### src/logic/main_bus_pkg.sv
// Main CPU bus package with region encoding, bus widths and the address map
package main_bus_pkg;

    localparam int ADDR_W = 23;
    localparam int DATA_W = 16;

    // Regions seen by the main CPU
    typedef enum logic [2:0] {
        REG_NONE   = 3'd0,
        REG_ROM    = 3'd1,
        REG_RAM    = 3'd2,
        REG_VRAM   = 3'd3,
        REG_ORAM   = 3'd4,
        REG_IO     = 3'd5,
        REG_QSND   = 3'd6,
        REG_OBJCFG = 3'd7
    } region_e;

    // Address map, first match wins
    function automatic region_e decode_region(
        input logic [ADDR_W:1] a,
        input logic            rnw,
        input logic [3:0]      oram_page
    );
        if (a[23:22] == 2'b00)
            return REG_ROM;
        if (&a[23:16])
            return REG_RAM;
        if (a[23:18] == 6'b100100 && a[17:16] != 2'b11)
            return REG_VRAM;
        if (a[23:20] == 4'h7 && a[19:16] == oram_page)
            return REG_ORAM;
        if (a[23:19] == 5'b10000)
            return REG_IO;
        // Sound CPU window, 60_0000 to 61_FFFF
        if (a[23:20] == 4'h6 && a[19:17] == 3'd0)
            return REG_QSND;
        // Object config sits at 40_0000 with decryption on
        if (a[23:20] == 4'h4 && !rnw)
            return REG_OBJCFG;
        return REG_NONE;
    endfunction

    // RAM, VRAM and object RAM share the same external memory
    function automatic logic region_is_ram(input region_e r);
        return r == REG_RAM || r == REG_VRAM || r == REG_ORAM;
    endfunction

endpackage

### src/logic/main_io_pkg.sv
// I/O page package with register offsets, joystick modes and port constants
package main_io_pkg;

    // Word offset on address bits 8:3
    typedef enum logic [5:0] {
        IO_IN0   = 6'h00,
        IO_IN1   = 6'h02,
        IO_IN2   = 6'h04,
        IO_VOL   = 6'h06,
        IO_OUT   = 6'h08,
        IO_OBANK = 6'h1C
    } io_reg_e;

    // Any value other than JOY_SIX means four buttons
    typedef enum logic [1:0] {
        JOY_SIX  = 2'd0,
        JOY_FOUR = 2'd1
    } joy_mode_e;

    // Video chip selects on address bits 8:6
    localparam logic [2:0] PPU1_SEL = 3'b100;
    localparam logic [2:0] PPU2_SEL = 3'b101;

    // Fill bits in the input words
    localparam logic [4:0] IN2_PAD = 5'b11111;
    localparam logic [2:0] VOL_PAD = 3'b111;

    // Bit positions in the output latch words
    localparam int OUT_Z80_BIT  = 3;
    localparam int EE_SDI_BIT   = 12;
    localparam int EE_SCLK_BIT  = 13;
    localparam int EE_SCS_BIT   = 14;
    localparam int OBANK_BIT    = 0;

endpackage

### src/logic/region_bus_if.sv
// Latched bus cycle passed from the region decoder to its targets
interface region_bus_if;

    // A strobed cycle is in progress
    logic                              cyc;
    main_bus_pkg::region_e             region;
    logic [main_bus_pkg::ADDR_W:1]     addr;
    logic                              rnw;
    // Byte lanes, active high
    logic                              uds;
    logic                              lds;
    logic [main_bus_pkg::DATA_W-1:0]   wdata;

    modport decoder (
        output cyc,
        output region,
        output addr,
        output rnw,
        output uds,
        output lds,
        output wdata
    );

    modport target (
        input  cyc,
        input  region,
        input  addr,
        input  rnw,
        input  uds,
        input  lds,
        input  wdata
    );

endinterface

### src/logic/region_decode.sv
// Region decoder latching each strobed cycle and driving the memory selects
module region_decode (
    input  logic                              clk,
    input  logic                              rst,
    input  logic                              addr_strobe,
    input  logic [main_bus_pkg::ADDR_W:1]     addr,
    input  logic                              rnw,
    input  logic                              uds,
    input  logic                              lds,
    input  logic [main_bus_pkg::DATA_W-1:0]   cpu_dout,
    input  logic [15:0]                       oram_base,
    output logic                              rom_cs,
    output logic [21:1]                       rom_addr,
    output logic                              ram_cs,
    output logic                              vram_cs,
    output logic                              oram_cs,
    output logic [17:1]                       mem_addr,
    output logic                              qs_cs,
    output logic [23:1]                       qs_addr,
    region_bus_if.decoder                     bus
);

    logic [main_bus_pkg::ADDR_W:1]    addr_q;
    logic                             rnw_q;
    logic                             uds_q;
    logic                             lds_q;
    logic [main_bus_pkg::DATA_W-1:0]  wdata_q;
    main_bus_pkg::region_e            region_d;
    main_bus_pkg::region_e            region_q;
    logic                             cyc_q;

    always_comb begin
        region_d = main_bus_pkg::decode_region(addr, rnw, oram_base[11:8]);
    end

    // Cycle payload, held stable by the master while the strobe is up
    always_ff @(posedge clk) begin
        if (addr_strobe) begin
            addr_q  <= addr;
            rnw_q   <= rnw;
            uds_q   <= uds;
            lds_q   <= lds;
            wdata_q <= cpu_dout;
        end
    end

    always_ff @(posedge clk or posedge rst) begin
        if (rst) begin
            cyc_q    <= 1'b0;
            region_q <= main_bus_pkg::REG_NONE;
            rom_cs   <= 1'b0;
            ram_cs   <= 1'b0;
            vram_cs  <= 1'b0;
            oram_cs  <= 1'b0;
            qs_cs    <= 1'b0;
        end else if (addr_strobe) begin
            cyc_q    <= 1'b1;
            region_q <= region_d;
            rom_cs   <= region_d == main_bus_pkg::REG_ROM;
            ram_cs   <= region_d == main_bus_pkg::REG_RAM;
            vram_cs  <= region_d == main_bus_pkg::REG_VRAM;
            oram_cs  <= region_d == main_bus_pkg::REG_ORAM;
            qs_cs    <= region_d == main_bus_pkg::REG_QSND;
        end else begin
            cyc_q    <= 1'b0;
            region_q <= main_bus_pkg::REG_NONE;
            rom_cs   <= 1'b0;
            ram_cs   <= 1'b0;
            vram_cs  <= 1'b0;
            oram_cs  <= 1'b0;
            qs_cs    <= 1'b0;
        end
    end

    // RAM and VRAM sit next to each other in the shared memory
    assign mem_addr = ram_cs ? {2'b00, addr_q[15:1]} : addr_q[17:1];
    assign rom_addr = addr_q[21:1];
    assign qs_addr  = addr_q;

    assign bus.cyc    = cyc_q;
    assign bus.region = region_q;
    assign bus.addr   = addr_q;
    assign bus.rnw    = rnw_q;
    assign bus.uds    = uds_q;
    assign bus.lds    = lds_q;
    assign bus.wdata  = wdata_q;

endmodule

### src/logic/io_registers.sv
// I/O page sub-decoder with input ports, output latches and object RAM base
module io_registers (
    input  logic                     clk,
    input  logic                     rst,
    region_bus_if.target             bus,
    input  main_io_pkg::joy_mode_e   joymode,
    input  logic [9:0]               joystick1,
    input  logic [9:0]               joystick2,
    input  logic [9:0]               joystick3,
    input  logic [9:0]               joystick4,
    input  logic [3:0]               start_button,
    input  logic [3:0]               coin_input,
    input  logic                     service,
    input  logic                     dip_test,
    input  logic                     eeprom_sdo,
    input  logic [12:0]              volume,
    output logic                     ppu1_cs,
    output logic                     ppu2_cs,
    output logic [15:0]              io_rdata,
    output logic                     eeprom_sclk,
    output logic                     eeprom_sdi,
    output logic                     eeprom_scs,
    output logic                     z80_rstn,
    output logic                     obank,
    output logic [15:0]              oram_base
);

    main_io_pkg::io_reg_e  offset;
    logic                  io_sel;
    logic                  io_wr;
    logic                  cfg_wr;
    logic [15:0]           in0_d;
    logic [15:0]           in1_d;
    logic [15:0]           in2_d;
    logic [15:0]           in0_q;
    logic [15:0]           in1_q;
    logic [15:0]           in2_q;

    assign offset = main_io_pkg::io_reg_e'(bus.addr[8:3]);
    assign io_sel = bus.cyc && bus.region == main_bus_pkg::REG_IO;
    assign io_wr  = io_sel && !bus.rnw;
    // Only word 0 of the config block holds the base
    assign cfg_wr = bus.cyc && bus.region == main_bus_pkg::REG_OBJCFG && bus.addr[3:1] == 3'd0;

    assign ppu1_cs = io_sel && bus.addr[8:6] == main_io_pkg::PPU1_SEL;
    assign ppu2_cs = io_sel && bus.addr[8:6] == main_io_pkg::PPU2_SEL;

    // Four-button layout first, six-button mode patches it
    always_comb begin
        in0_d = {joystick2[7:0], joystick1[7:0]};
        in1_d = {joystick4[7:0], joystick3[7:0]};
        in2_d = {coin_input, start_button, main_io_pkg::IN2_PAD, service, dip_test, eeprom_sdo};
        if (joymode == main_io_pkg::JOY_SIX) begin
            in0_d[15]  = 1'b1;
            in0_d[7]   = 1'b1;
            in1_d      = 16'hFFFF;
            in1_d[2:0] = joystick1[9:7];
            in1_d[5:4] = joystick2[8:7];
            in2_d[14]  = joystick2[9];
        end
    end

    always_ff @(posedge clk) begin
        in0_q <= in0_d;
        in1_q <= in1_d;
        in2_q <= in2_d;
    end

    always_comb begin
        io_rdata = 16'hFFFF;
        if (io_sel) begin
            case (offset)
                main_io_pkg::IO_IN0: io_rdata = in0_q;
                main_io_pkg::IO_IN1: io_rdata = in1_q;
                main_io_pkg::IO_IN2: io_rdata = in2_q;
                main_io_pkg::IO_VOL: io_rdata = {main_io_pkg::VOL_PAD, volume};
                default: io_rdata = 16'hFFFF;
            endcase
        end
    end

    // Latches reload every edge of the write, same value each time
    always_ff @(posedge clk or posedge rst) begin
        if (rst) begin
            eeprom_sclk <= 1'b0;
            eeprom_sdi  <= 1'b0;
            eeprom_scs  <= 1'b0;
            z80_rstn    <= 1'b0;
            obank       <= 1'b0;
            oram_base   <= 16'h0000;
        end else begin
            if (io_wr && offset == main_io_pkg::IO_OUT && bus.lds)
                z80_rstn <= bus.wdata[main_io_pkg::OUT_Z80_BIT];
            // EEPROM bit-bang on the upper lane
            if (io_wr && offset == main_io_pkg::IO_OUT && bus.uds) begin
                eeprom_sdi  <= bus.wdata[main_io_pkg::EE_SDI_BIT];
                eeprom_sclk <= bus.wdata[main_io_pkg::EE_SCLK_BIT];
                eeprom_scs  <= bus.wdata[main_io_pkg::EE_SCS_BIT];
            end
            if (io_wr && offset == main_io_pkg::IO_OBANK && bus.lds)
                obank <= bus.wdata[main_io_pkg::OBANK_BIT];
            if (cfg_wr && bus.uds)
                oram_base[15:8] <= bus.wdata[15:8];
            if (cfg_wr && bus.lds)
                oram_base[7:0] <= bus.wdata[7:0];
        end
    end

endmodule

### src/logic/bus_response.sv
// Read data mux and dtack generation with wait states per region
module bus_response #(
    parameter int IO_WAIT = 1
) (
    input  logic          clk,
    input  logic          rst,
    region_bus_if.target  bus,
    input  logic [15:0]   io_rdata,
    input  logic [15:0]   rom_data,
    input  logic [15:0]   ram_data,
    input  logic [7:0]    qs_din,
    input  logic [15:0]   mmr_dout,
    input  logic          ppu2_cs,
    input  logic          rom_ok,
    input  logic          ram_ok,
    input  logic          qs_ok,
    output logic [15:0]   cpu_din,
    output logic          dtack
);

    localparam int CNT_W = (IO_WAIT > 0) ? $clog2(IO_WAIT + 1) : 1;

    typedef enum logic [1:0] {
        IDLE,
        WAIT,
        ACK
    } state_e;

    state_e              state;
    logic [CNT_W-1:0]    wait_cnt;
    logic                ready;
    logic [15:0]         rdata;

    // Memories answer with their ok, internal regions count down
    always_comb begin
        if (bus.region == main_bus_pkg::REG_ROM)
            ready = rom_ok;
        else if (main_bus_pkg::region_is_ram(bus.region))
            ready = ram_ok;
        else if (bus.region == main_bus_pkg::REG_QSND)
            ready = qs_ok;
        else
            ready = wait_cnt == '0;
    end

    always_comb begin
        if (ppu2_cs)
            rdata = mmr_dout;
        else if (bus.region == main_bus_pkg::REG_QSND)
            rdata = {8'hFF, qs_din};
        else if (bus.region == main_bus_pkg::REG_ROM)
            rdata = rom_data;
        else if (main_bus_pkg::region_is_ram(bus.region))
            rdata = ram_data;
        else
            rdata = io_rdata;
    end

    always_ff @(posedge clk or posedge rst) begin
        if (rst) begin
            state    <= IDLE;
            wait_cnt <= CNT_W'(IO_WAIT);
            cpu_din  <= 16'hFFFF;
        end else begin
            case (state)
                IDLE, WAIT: begin
                    if (!bus.cyc) begin
                        state    <= IDLE;
                        wait_cnt <= CNT_W'(IO_WAIT);
                    end else if (ready) begin
                        state   <= ACK;
                        cpu_din <= rdata;
                    end else begin
                        state <= WAIT;
                        if (wait_cnt != '0)
                            wait_cnt <= wait_cnt - 1'b1;
                    end
                end
                ACK: begin
                    if (!bus.cyc) begin
                        state    <= IDLE;
                        wait_cnt <= CNT_W'(IO_WAIT);
                    end
                end
                default: state <= IDLE;
            endcase
        end
    end

    // Drops together with the selects once the strobe goes away
    assign dtack = state == ACK && bus.cyc;

endmodule

### src/logic/main_bus.sv
// Main CPU bus glue top level with region decode, I/O page and bus response
module main_bus #(
    parameter int IO_WAIT = 1
) (
    input  logic          clk,
    input  logic          rst,
    // CPU bus
    input  logic          addr_strobe,
    input  logic [23:1]   addr,
    input  logic          rnw,
    input  logic          uds,
    input  logic          lds,
    input  logic [15:0]   cpu_dout,
    output logic [15:0]   cpu_din,
    output logic          dtack,
    // ROM
    output logic          rom_cs,
    output logic [21:1]   rom_addr,
    input  logic [15:0]   rom_data,
    input  logic          rom_ok,
    // Shared RAM, VRAM and object RAM
    output logic          ram_cs,
    output logic          vram_cs,
    output logic          oram_cs,
    output logic [17:1]   mem_addr,
    input  logic [15:0]   ram_data,
    input  logic          ram_ok,
    output logic          obank,
    output logic [15:0]   oram_base,
    // Sound CPU window
    output logic          qs_cs,
    output logic [23:1]   qs_addr,
    input  logic [7:0]    qs_din,
    input  logic          qs_ok,
    output logic          z80_rstn,
    input  logic [12:0]   volume,
    // Video chips
    output logic          ppu1_cs,
    output logic          ppu2_cs,
    input  logic [15:0]   mmr_dout,
    // Cabinet
    input  logic [1:0]    joymode,
    input  logic [9:0]    joystick1,
    input  logic [9:0]    joystick2,
    input  logic [9:0]    joystick3,
    input  logic [9:0]    joystick4,
    input  logic [3:0]    start_button,
    input  logic [3:0]    coin_input,
    input  logic          service,
    input  logic          dip_test,
    // EEPROM
    output logic          eeprom_sclk,
    output logic          eeprom_sdi,
    output logic          eeprom_scs,
    input  logic          eeprom_sdo
);

    logic [15:0]  io_rdata;

    region_bus_if bus_if ();

    region_decode region_decode_inst (
        .clk         (clk),
        .rst         (rst),
        .addr_strobe (addr_strobe),
        .addr        (addr),
        .rnw         (rnw),
        .uds         (uds),
        .lds         (lds),
        .cpu_dout    (cpu_dout),
        .oram_base   (oram_base),
        .rom_cs      (rom_cs),
        .rom_addr    (rom_addr),
        .ram_cs      (ram_cs),
        .vram_cs     (vram_cs),
        .oram_cs     (oram_cs),
        .mem_addr    (mem_addr),
        .qs_cs       (qs_cs),
        .qs_addr     (qs_addr),
        .bus         (bus_if.decoder)
    );

    io_registers io_registers_inst (
        .clk          (clk),
        .rst          (rst),
        .bus          (bus_if.target),
        .joymode      (main_io_pkg::joy_mode_e'(joymode)),
        .joystick1    (joystick1),
        .joystick2    (joystick2),
        .joystick3    (joystick3),
        .joystick4    (joystick4),
        .start_button (start_button),
        .coin_input   (coin_input),
        .service      (service),
        .dip_test     (dip_test),
        .eeprom_sdo   (eeprom_sdo),
        .volume       (volume),
        .ppu1_cs      (ppu1_cs),
        .ppu2_cs      (ppu2_cs),
        .io_rdata     (io_rdata),
        .eeprom_sclk  (eeprom_sclk),
        .eeprom_sdi   (eeprom_sdi),
        .eeprom_scs   (eeprom_scs),
        .z80_rstn     (z80_rstn),
        .obank        (obank),
        .oram_base    (oram_base)
    );

    bus_response #(
        .IO_WAIT (IO_WAIT)
    ) bus_response_inst (
        .clk      (clk),
        .rst      (rst),
        .bus      (bus_if.target),
        .io_rdata (io_rdata),
        .rom_data (rom_data),
        .ram_data (ram_data),
        .qs_din   (qs_din),
        .mmr_dout (mmr_dout),
        .ppu2_cs  (ppu2_cs),
        .rom_ok   (rom_ok),
        .ram_ok   (ram_ok),
        .qs_ok    (qs_ok),
        .cpu_din  (cpu_din),
        .dtack    (dtack)
    );

endmodule

### config.mk
export PLATFORM = sky130hd
export DESIGN_NAME = main_bus
export DESIGN_NICKNAME = d
export VERILOG_FILES = /design/src/logic/main_bus_pkg.sv /design/src/logic/main_io_pkg.sv /design/src/logic/region_bus_if.sv /design/src/logic/region_decode.sv /design/src/logic/io_registers.sv /design/src/logic/bus_response.sv /design/src/logic/main_bus.sv
export SDC_FILE = /design/constraint.sdc
export NUM_CORES = 1
export LEC_CHECK = 0
export ABC_AREA = 1
export BUFFER_PORTS_ARGS = -buffer_cell sky130_fd_sc_hd__clkbuf_2
export CORE_ASPECT_RATIO = 1.2
export CORE_UTILIZATION = 47
export CTS_CLUSTER_SIZE = 25
export DETAILED_ROUTE_END_ITERATION = 8
export PLACE_DENSITY_LB_ADDON = 0.12
export SYNTH_ARGS = -nofsm -noshare
export SYNTH_HDL_FRONTEND = slang
export SYNTH_SLANG_ARGS = --single-unit
export TNS_END_PERCENT = 5
### constraint.sdc
create_clock -name clk -period 2.08 [get_ports clk]
set_clock_uncertainty 0.1 [all_clocks]
set_input_delay 0.416 -clock clk [delete_from_list [all_inputs] [get_ports clk]]
set_output_delay 0.416 -clock clk [all_outputs]
set_load 0.005 [all_outputs]
==> impl_metrics.toml, run 1 <==
[sta]
grt_setup_unrepaired = "true"
hold_viol_final = 0
finalHoldWorstSlack_ns = 0.0204
maxClockFrequency_mhz = 502
period_share_pct = 95.7
timing_worst_slew_pin_value_ns = 0.466
worst_slew_margin_rel_pct = 68.9
min_period_ns = 1.99
slew_viol_final = 0
setup_viol_count_final = 0

[global_routing]
number_of_global_route_vias_before_repair = 5293
globalRouteTotalUtil_pct = 25.2
number_of_antenna_violations_at_the_first_check_in_global_routing = 0
grt.overflow.total = 0
grt_first_pass_wirelength_um = 25400
grt_start_max_net_pins = 50

[run_status]
run_status = "complete, no violations"

[clocking]
clk_pin_slew_ns = 0.06
root_buffer = "clkbuf_16"
number_of_clock_buffers_inserted_by_tritoncts = 17
cts-root-to-sink-buffers = 2
post-cts-setup-buffers = 0
cts-htree-levels = 4
clock_sinks = 134
tritoncts = "yes"
worstSkewPairLatency_ns = 0.42

[route]
detailedRoute.firstPassIterationCount = 5
drt-wirelength-per-cell_um = 13.7
route.detailed.vias_per_inst = 4.60
routed_wl_um = 16000
number_of_remaining_drc_errors = 0
drt_iter0_markers = 246
vias_after_detailed_routing = 5395
detail-route-antenna-nets = 0

[placement]
detailed_place.area_um2 = 7410
port-buffer-count = 271
numPlacedInstances = 1118
place.detailed.hpwl_um = 12200
gp_congestion = 0.884

[yosys]
yosysWarningCount = 0
cell_area_after_synthesis_um2 = 6000
synthesis.area_per_instance_um2 = 8.38
synth_nets = 886
synth_sequential_area_ratio_pct = 56.1
ys_seq_elements = 134
syn_inst = 716
synth.distinct_cells = 35

[finish]
layout_common_cells = "clkbuf_2 (271), nand2_1 (181), nor2_1 (122)"
final_net_count = 1169
most_common_cell_after_layout_fill_and_taps_aside = "clkbuf_2"
number_of_standard_cells_in_the_final_layout_excluding_fillers = 1173
fillCellCount = 1080
n_antenna_cell = 0
postLayoutCoreUtil_pct = 67.1
area.growth.synth_to_final_pct = 37.3
fin_area_um2 = 8240
drive_gt1_share_pct = 37.1

[setup_path]
crit_path_launch_type = "flip-flop"
worstSetupEndpointType = "output port"
setup.worst_path.class = "flip-flop to output port"
worstPathArrival_ns = 1.47
worst_ep_required_time_ns = 1.56
rr_worst_depth = 6
largest_driver_fanout_on_the_critical_path = 5

[power]
power.leakage_nw = 4.47
power_frac_clock_pct = 41.4
p_switching_mw = 1.86
post-layout-total-power_mw = 7.39
power.sequential.fraction_pct = 44.6
power.ir.vdd_worst_v = 0.000721
power.combinational.fraction_pct = 14.0
p_per_area_nw_per_um2 = 896
swShare_pct = 25.1
power.internal_mw = 5.53

[die]
dieWidth_um = 105
floorplan.io_pins = 276
dieArea_um2 = 13200
floorplan.core_area_um2 = 12300
die_height_um = 126
initial_core_util_pct = 48.9
placementRows = 44

[min_path]
min_path_cells = 1
worstHoldPathType = "input port to flip-flop"

[flow_run]
cap_violations = 0
Yosys cell counts:
| master | count | area [um2] |
|---|---|---|
| dfxtp_1 | 43 | 861 |
| and2_1 | 1 | 6.26 |
| clkbuf_1 | 6 | 22.5 |
| inv_1 | 95 | 357 |
| mux2i_1 | 1 | 10.0 |
| nand4_4 | 1 | 21.3 |
| and3_1 | 1 | 6.26 |
| buf_2 | 4 | 20.0 |
| a21boi_0 | 1 | 7.51 |
| nand2_1 | 181 | 679 |
| nor4_1 | 1 | 6.26 |
| clkinv_1 | 2 | 7.51 |
| buf_4 | 39 | 293 |
| o21ai_1 | 3 | 15.0 |
| dfstp_2 | 17 | 447 |
| nor2_2 | 1 | 6.26 |
| xor2_1 | 2 | 17.5 |
| edfxtp_1 | 42 | 1260 |
| nor3_1 | 4 | 20.0 |
| nand3_2 | 3 | 30.0 |
| or2_1 | 1 | 6.26 |
| nand3_1 | 31 | 155 |
| o21ai_0 | 32 | 160 |
| a21oi_1 | 6 | 30.0 |
| nand2_2 | 1 | 6.26 |
| nor4_2 | 2 | 25.0 |
| nand4_2 | 1 | 12.5 |
| nand4_1 | 9 | 56.3 |
| or2_2 | 20 | 125 |
| inv_2 | 3 | 11.3 |
| nor2_1 | 124 | 465 |
| nand3b_1 | 2 | 15.0 |
| dfrtp_1 | 32 | 801 |
| xnor2_1 | 2 | 17.5 |
| nor2_4 | 2 | 22.5 |
final timing paths:
path / startpoint / endpoint / slack, ns
setup / recovery: region_decode_inst.bus.region[1]$_DFF_PP0_ / ppu1_cs / 0.09
hold / removal: joystick1[4] / io_registers_inst.in0_q[4]$_DFF_P_ / 0.02
setup reg to reg: region_decode_inst.bus.addr[4]$_DFFE_PP_ / io_registers_inst.eeprom_sclk$_DFFE_PP0P_ / 0.17
hold reg to reg: bus_response_inst.cpu_din[15]$_DFFE_PP1P_ / bus_response_inst.cpu_din[15]$_DFFE_PP1P_ / 0.36
max in group asynchronous: rst / bus_response_inst.cpu_din[3]$_DFFE_PP1P_ / 1.11
min in group asynchronous: rst / io_registers_inst.oram_base[1]$_DFFE_PP0P_ / 0.49
stage by stage:
step,TNS [ns],setup WS [ns]
after floorplan,0,0.419
after global placement,0,0.115
after detailed placement,0,0.0579
after CTS,0,0.0469
after global routing,-0.0116,-0.0116
final,0,0.0895
logic make-up after synthesis:
group                     synth area share (%)
AOI/OAI and AO/OA                         3.54
xor gates and xnor gates                 0.584
buffers and inverters                     11.8
DFF                                       56.1
muxes                                    0.167
and+or+nand+nor                           27.7
critical path: stages, from the launching register on:
cell,delay (ns)
dfrtp_1,0.41
inv_2,0.08
nand4_2,0.10
buf_4,0.18
nor3_1,0.14
clkbuf_2,0.16
state kept, by name, indices dropped and copies added, names as in the netlist, 2 cells and up:
signal / flops
io_registers_inst.in0_q: 16
region_decode_inst.bus.wdata: 16
region_decode_inst.bus.region: 3
region_decode_inst.bus.addr: 23
bus_response_inst.state: 2
io_registers_inst.in2_q: 11
io_registers_inst.in1_q: 16
bus_response_inst.cpu_din: 16
io_registers_inst.oram_base: 16
final cells by class:
| type | count | area (um2) | area share (%) |
|---|---|---|---|
| clock buffers | 18 | 429 | 5.21 |
| clock inverters | 14 | 173 | 2.09 |
| inverters | 100 | 375 | 4.55 |
| multi-input cells | 433 | 1930 | 23.4 |
| flip-flops and latches | 134 | 3370 | 40.9 |
| well taps | 161 | 201 | 2.44 |
| repair buffers | 313 | 1770 | 21.4 |
power by group through the flow:
| stage | logic, mW | clock network, mW | registers [mW] |
|---|---|---|---|
| detailed placement | 1.00 | 0 | 3.35 |
| finish | 1.03 | 3.06 | 3.29 |
| global placement | 0.981 | 0 | 3.34 |
| floorplan | 0.490 | 0 | 3.34 |
| CTS | 1.04 | 3.11 | 3.30 |
| global route | 1.17 | 3.23 | 3.33 |
timing repair:
action / 4_1_cts / 5_1_grt
hold endpoints to repair: 53 / 1
hold buffers: 22 / 1
endpoints found under the setup margin: 0 / 9
gates resized for setup: 0 / 3
routing by layer:
| metal | routed length (um) | global-route usage [%] |
|---|---|---|
| met2 | 8380 | 46.6 |
| met4 | 263 | 8.95 |
| met3 | 971 | 6.06 |
| met1 | 6410 | 28.0 |
| met5 | 0 | 0 |
No activity file was read; power rests on OpenSTA's default activity.
==> run 2, diff against run 1 <==
--- a/config.mk
+++ b/config.mk
@@ -11,7 +11,10 @@
 export CORE_UTILIZATION = 47
 export CTS_CLUSTER_SIZE = 25
 export DETAILED_ROUTE_END_ITERATION = 8
+export GPL_TIMING_DRIVEN = 0
+export HOLD_SLACK_MARGIN = 0.03
 export PLACE_DENSITY_LB_ADDON = 0.12
+export SETUP_SLACK_MARGIN = 0.1
 export SYNTH_ARGS = -nofsm -noshare
 export SYNTH_HDL_FRONTEND = slang
 export SYNTH_SLANG_ARGS = --single-unit
==> run 2 against run 1 <==
Against the previous run: via count up 4.2%; critical path depth up 2; sequential power about the same; total power up 1.2%; maximum frequency up 0.69%; count of clock-buffer cells in the layout down 1; largest power group unchanged.
==> impl_metrics.toml, run 2 (same netlist as run 1, synthesis figures left out) <==
[clocking]
cts-htree-levels = 4
clk_pin_slew_ns = 0.06
number_of_clock_buffers_inserted_by_tritoncts = 17
clock_sinks = 134
root_buffer = "clkbuf_16"
tritoncts = "yes"
worstSkewPairLatency_ns = 0.41
cts-root-to-sink-buffers = 2

[finish]
postLayoutCoreUtil_pct = 70.4
number_of_standard_cells_in_the_final_layout_excluding_fillers = 1221
fillCellCount = 1064
area.growth.synth_to_final_pct = 44.0
multi_input_comb_area_um2 = 2000
n_antenna_cell = 0
most_common_cell_after_layout_fill_and_taps_aside = "clkbuf_2"
layout_common_cells = "clkbuf_2 (271), nand2_1 (180), nor2_1 (119)"
flip_flop_and_latch_area_um2 = 3370
drive_gt1_share_pct = 40.3
final_net_count = 1217
largest_reg_flops = 23

[sta]
final_critical_path_setup_slack_ns = 0.103
fin_tns_setup_ns = 0
period_share_pct = 95.0
hold_viol_final = 0
slew_viol_final = 0
min_period_ns = 1.98
setup_viol_count_final = 0
timing_worst_slew_pin_value_ns = 1.07
maxClockFrequency_mhz = 506
worst_slew_margin_rel_pct = 28.8
grt_setup_unrepaired = "true"

[min_path]
min_path_cells = 1
worstHoldPathType = "input port to flip-flop"

[setup_path]
cpLargestDelayFamily = "buffers and inverters"
setup.worst_path.class = "flip-flop to output port"
cp.buffers_inverters = 5
timing.critical_path.slowest_cell_delay_ns = 0.39
cp-endpoint = "ppu2_cs"
rr_worst_depth = 5
stages_on_the_worst_setup_path = 7
worstPathArrival_ns = 1.46
worstReg2RegEnd = "io_registers_inst.oram_base[13]$_DFFE_PP0P_"
crit_path_launch_type = "flip-flop"
worstSetupEndpointType = "output port"
critical_path.slowest_cell = "dfrtp_1"
worst_ep_required_time_ns = 1.56
largest_driver_fanout_on_the_critical_path = 3
critical_path_cell_by_cell = "inv_2 > nand4_4 > inv_4 > nand4_4 > buf_6 > inv_2 > clkbuf_2"
reg2reg_setup_slack_ns = 0.13
crit_path_start = "region_decode_inst.bus.region[1]$_DFF_PP0_"
timing.rr.start = "region_decode_inst.bus.addr[3]$_DFFE_PP_"

[placement]
numPlacedInstances = 1149
gp_congestion = 0.896
port-buffer-count = 271
place.detailed.hpwl_um = 12500
dpl_worst_slack_ns = -0.127

[route]
drt_iter0_markers = 267
detailedRoute.firstPassIterationCount = 4
routed_wl_um = 17000
detail-route-antenna-nets = 0
route.detailed.vias_per_inst = 4.60
number_of_remaining_drc_errors = 0
drt-wirelength-per-cell_um = 13.9
vias_after_detailed_routing = 5621

[global_routing]
globalRouteTotalUtil_pct = 26.2
grt.overflow.total = 0
grt_start_max_net_pins = 46
number_of_antenna_violations_at_the_first_check_in_global_routing = 0
grt_first_pass_wirelength_um = 26500
number_of_global_route_vias_before_repair = 5432

[power]
p_per_area_nw_per_um2 = 864
power.ir.vdd_worst_v = 0.000513
post-layout-total-power_mw = 7.47
power.leakage_nw = 4.67

[die]
initial_core_util_pct = 48.9
floorplan.io_pins = 276
floorplan.core_area_um2 = 12300
dieWidth_um = 105
dieArea_um2 = 13200
placementRows = 44
die_height_um = 126

[run_status]
run_status = "complete, no violations"

[flow_run]
cap_violations = 0
## run 2: changes by cell type in the layout (fill, tap and decap cells not counted), sizes merged
cell,before,now
buf,19,61
dlygate4sd3,23,24
inv,102,101
clkinvlp,1,2
clkbuf,289,293
clkinv,8,9
## run 2: worst min-delay path by stage
| stage | endpoint | startpoint |
|---|---|---|
| 5_1_grt | region_decode_inst.bus.wdata[1]$_DFFE_PP_ | cpu_dout[1] |
| 2_1_floorplan | bus_response_inst.wait_cnt$_DFFE_PP1P_ | bus_response_inst.wait_cnt$_DFFE_PP1P_ |
| 3_3_place_gp | bus_response_inst.wait_cnt$_DFFE_PP1P_ | bus_response_inst.wait_cnt$_DFFE_PP1P_ |
| 6_report | region_decode_inst.bus.wdata[12]$_DFFE_PP_ | cpu_dout[12] |
| 3_5_place_dp | bus_response_inst.cpu_din[0]$_DFFE_PP1P_ | bus_response_inst.cpu_din[0]$_DFFE_PP1P_ |
| 4_1_cts | region_decode_inst.bus.wdata[12]$_DFFE_PP_ | cpu_dout[12] |
## run 2: worst reg2reg max path, stage by stage, from the launching register on
cell      delay [ns]
edfxtp_1        0.41
buf_4           0.18
nor4_2          0.38
nand3_2         0.23
clkbuf_1        0.26
o21ai_0         0.29
## run 2: cell type report
class,count,area share (%)
multi-input cells,433,23.1
flip-flops and latches,134,39.0
inverters,100,4.37
well taps,161,2.33
plain buffers,49,4.01
repair buffers,312,20.3
clock inverters,15,2.04
clock buffers,17,4.92
## run 2: power breakdown
part           leakage, nW  total (mW)  internal (mW)  switching (mW)
logic                 2.98        1.15          0.575           0.572
registers             1.39        3.29           3.13           0.157
clock network        0.291        3.04           1.89            1.15
## run 2: routing by layer
layer / global-route usage (%) / wire (um) / share of wire (%)
met3: 6.57 / 1080 / 6.3
met1: 28.6 / 6580 / 39
met5: 0 / 0 / 0
met4: 10.9 / 441 / 2.6
met2: 48.1 / 8930 / 52
## run 2: through the flow
stage	hold WS (ns)	cell area (um2)
after floorplan	0.342	6000
after global placement	0.351	7560
after detailed placement	0.359	7580
after CTS	0.0636	8520
after global routing	0.0605	8650
final	0.0739	8650
## run 2: what timing repair did
action                                  in CTS  in global routing
pin swaps                                    0                  1
resized for setup                            9                 18
endpoints found under the setup margin      16                 40
hold buffers                                24                  0
buffers inserted                             8                  8
hold endpoints to repair                    24                  0
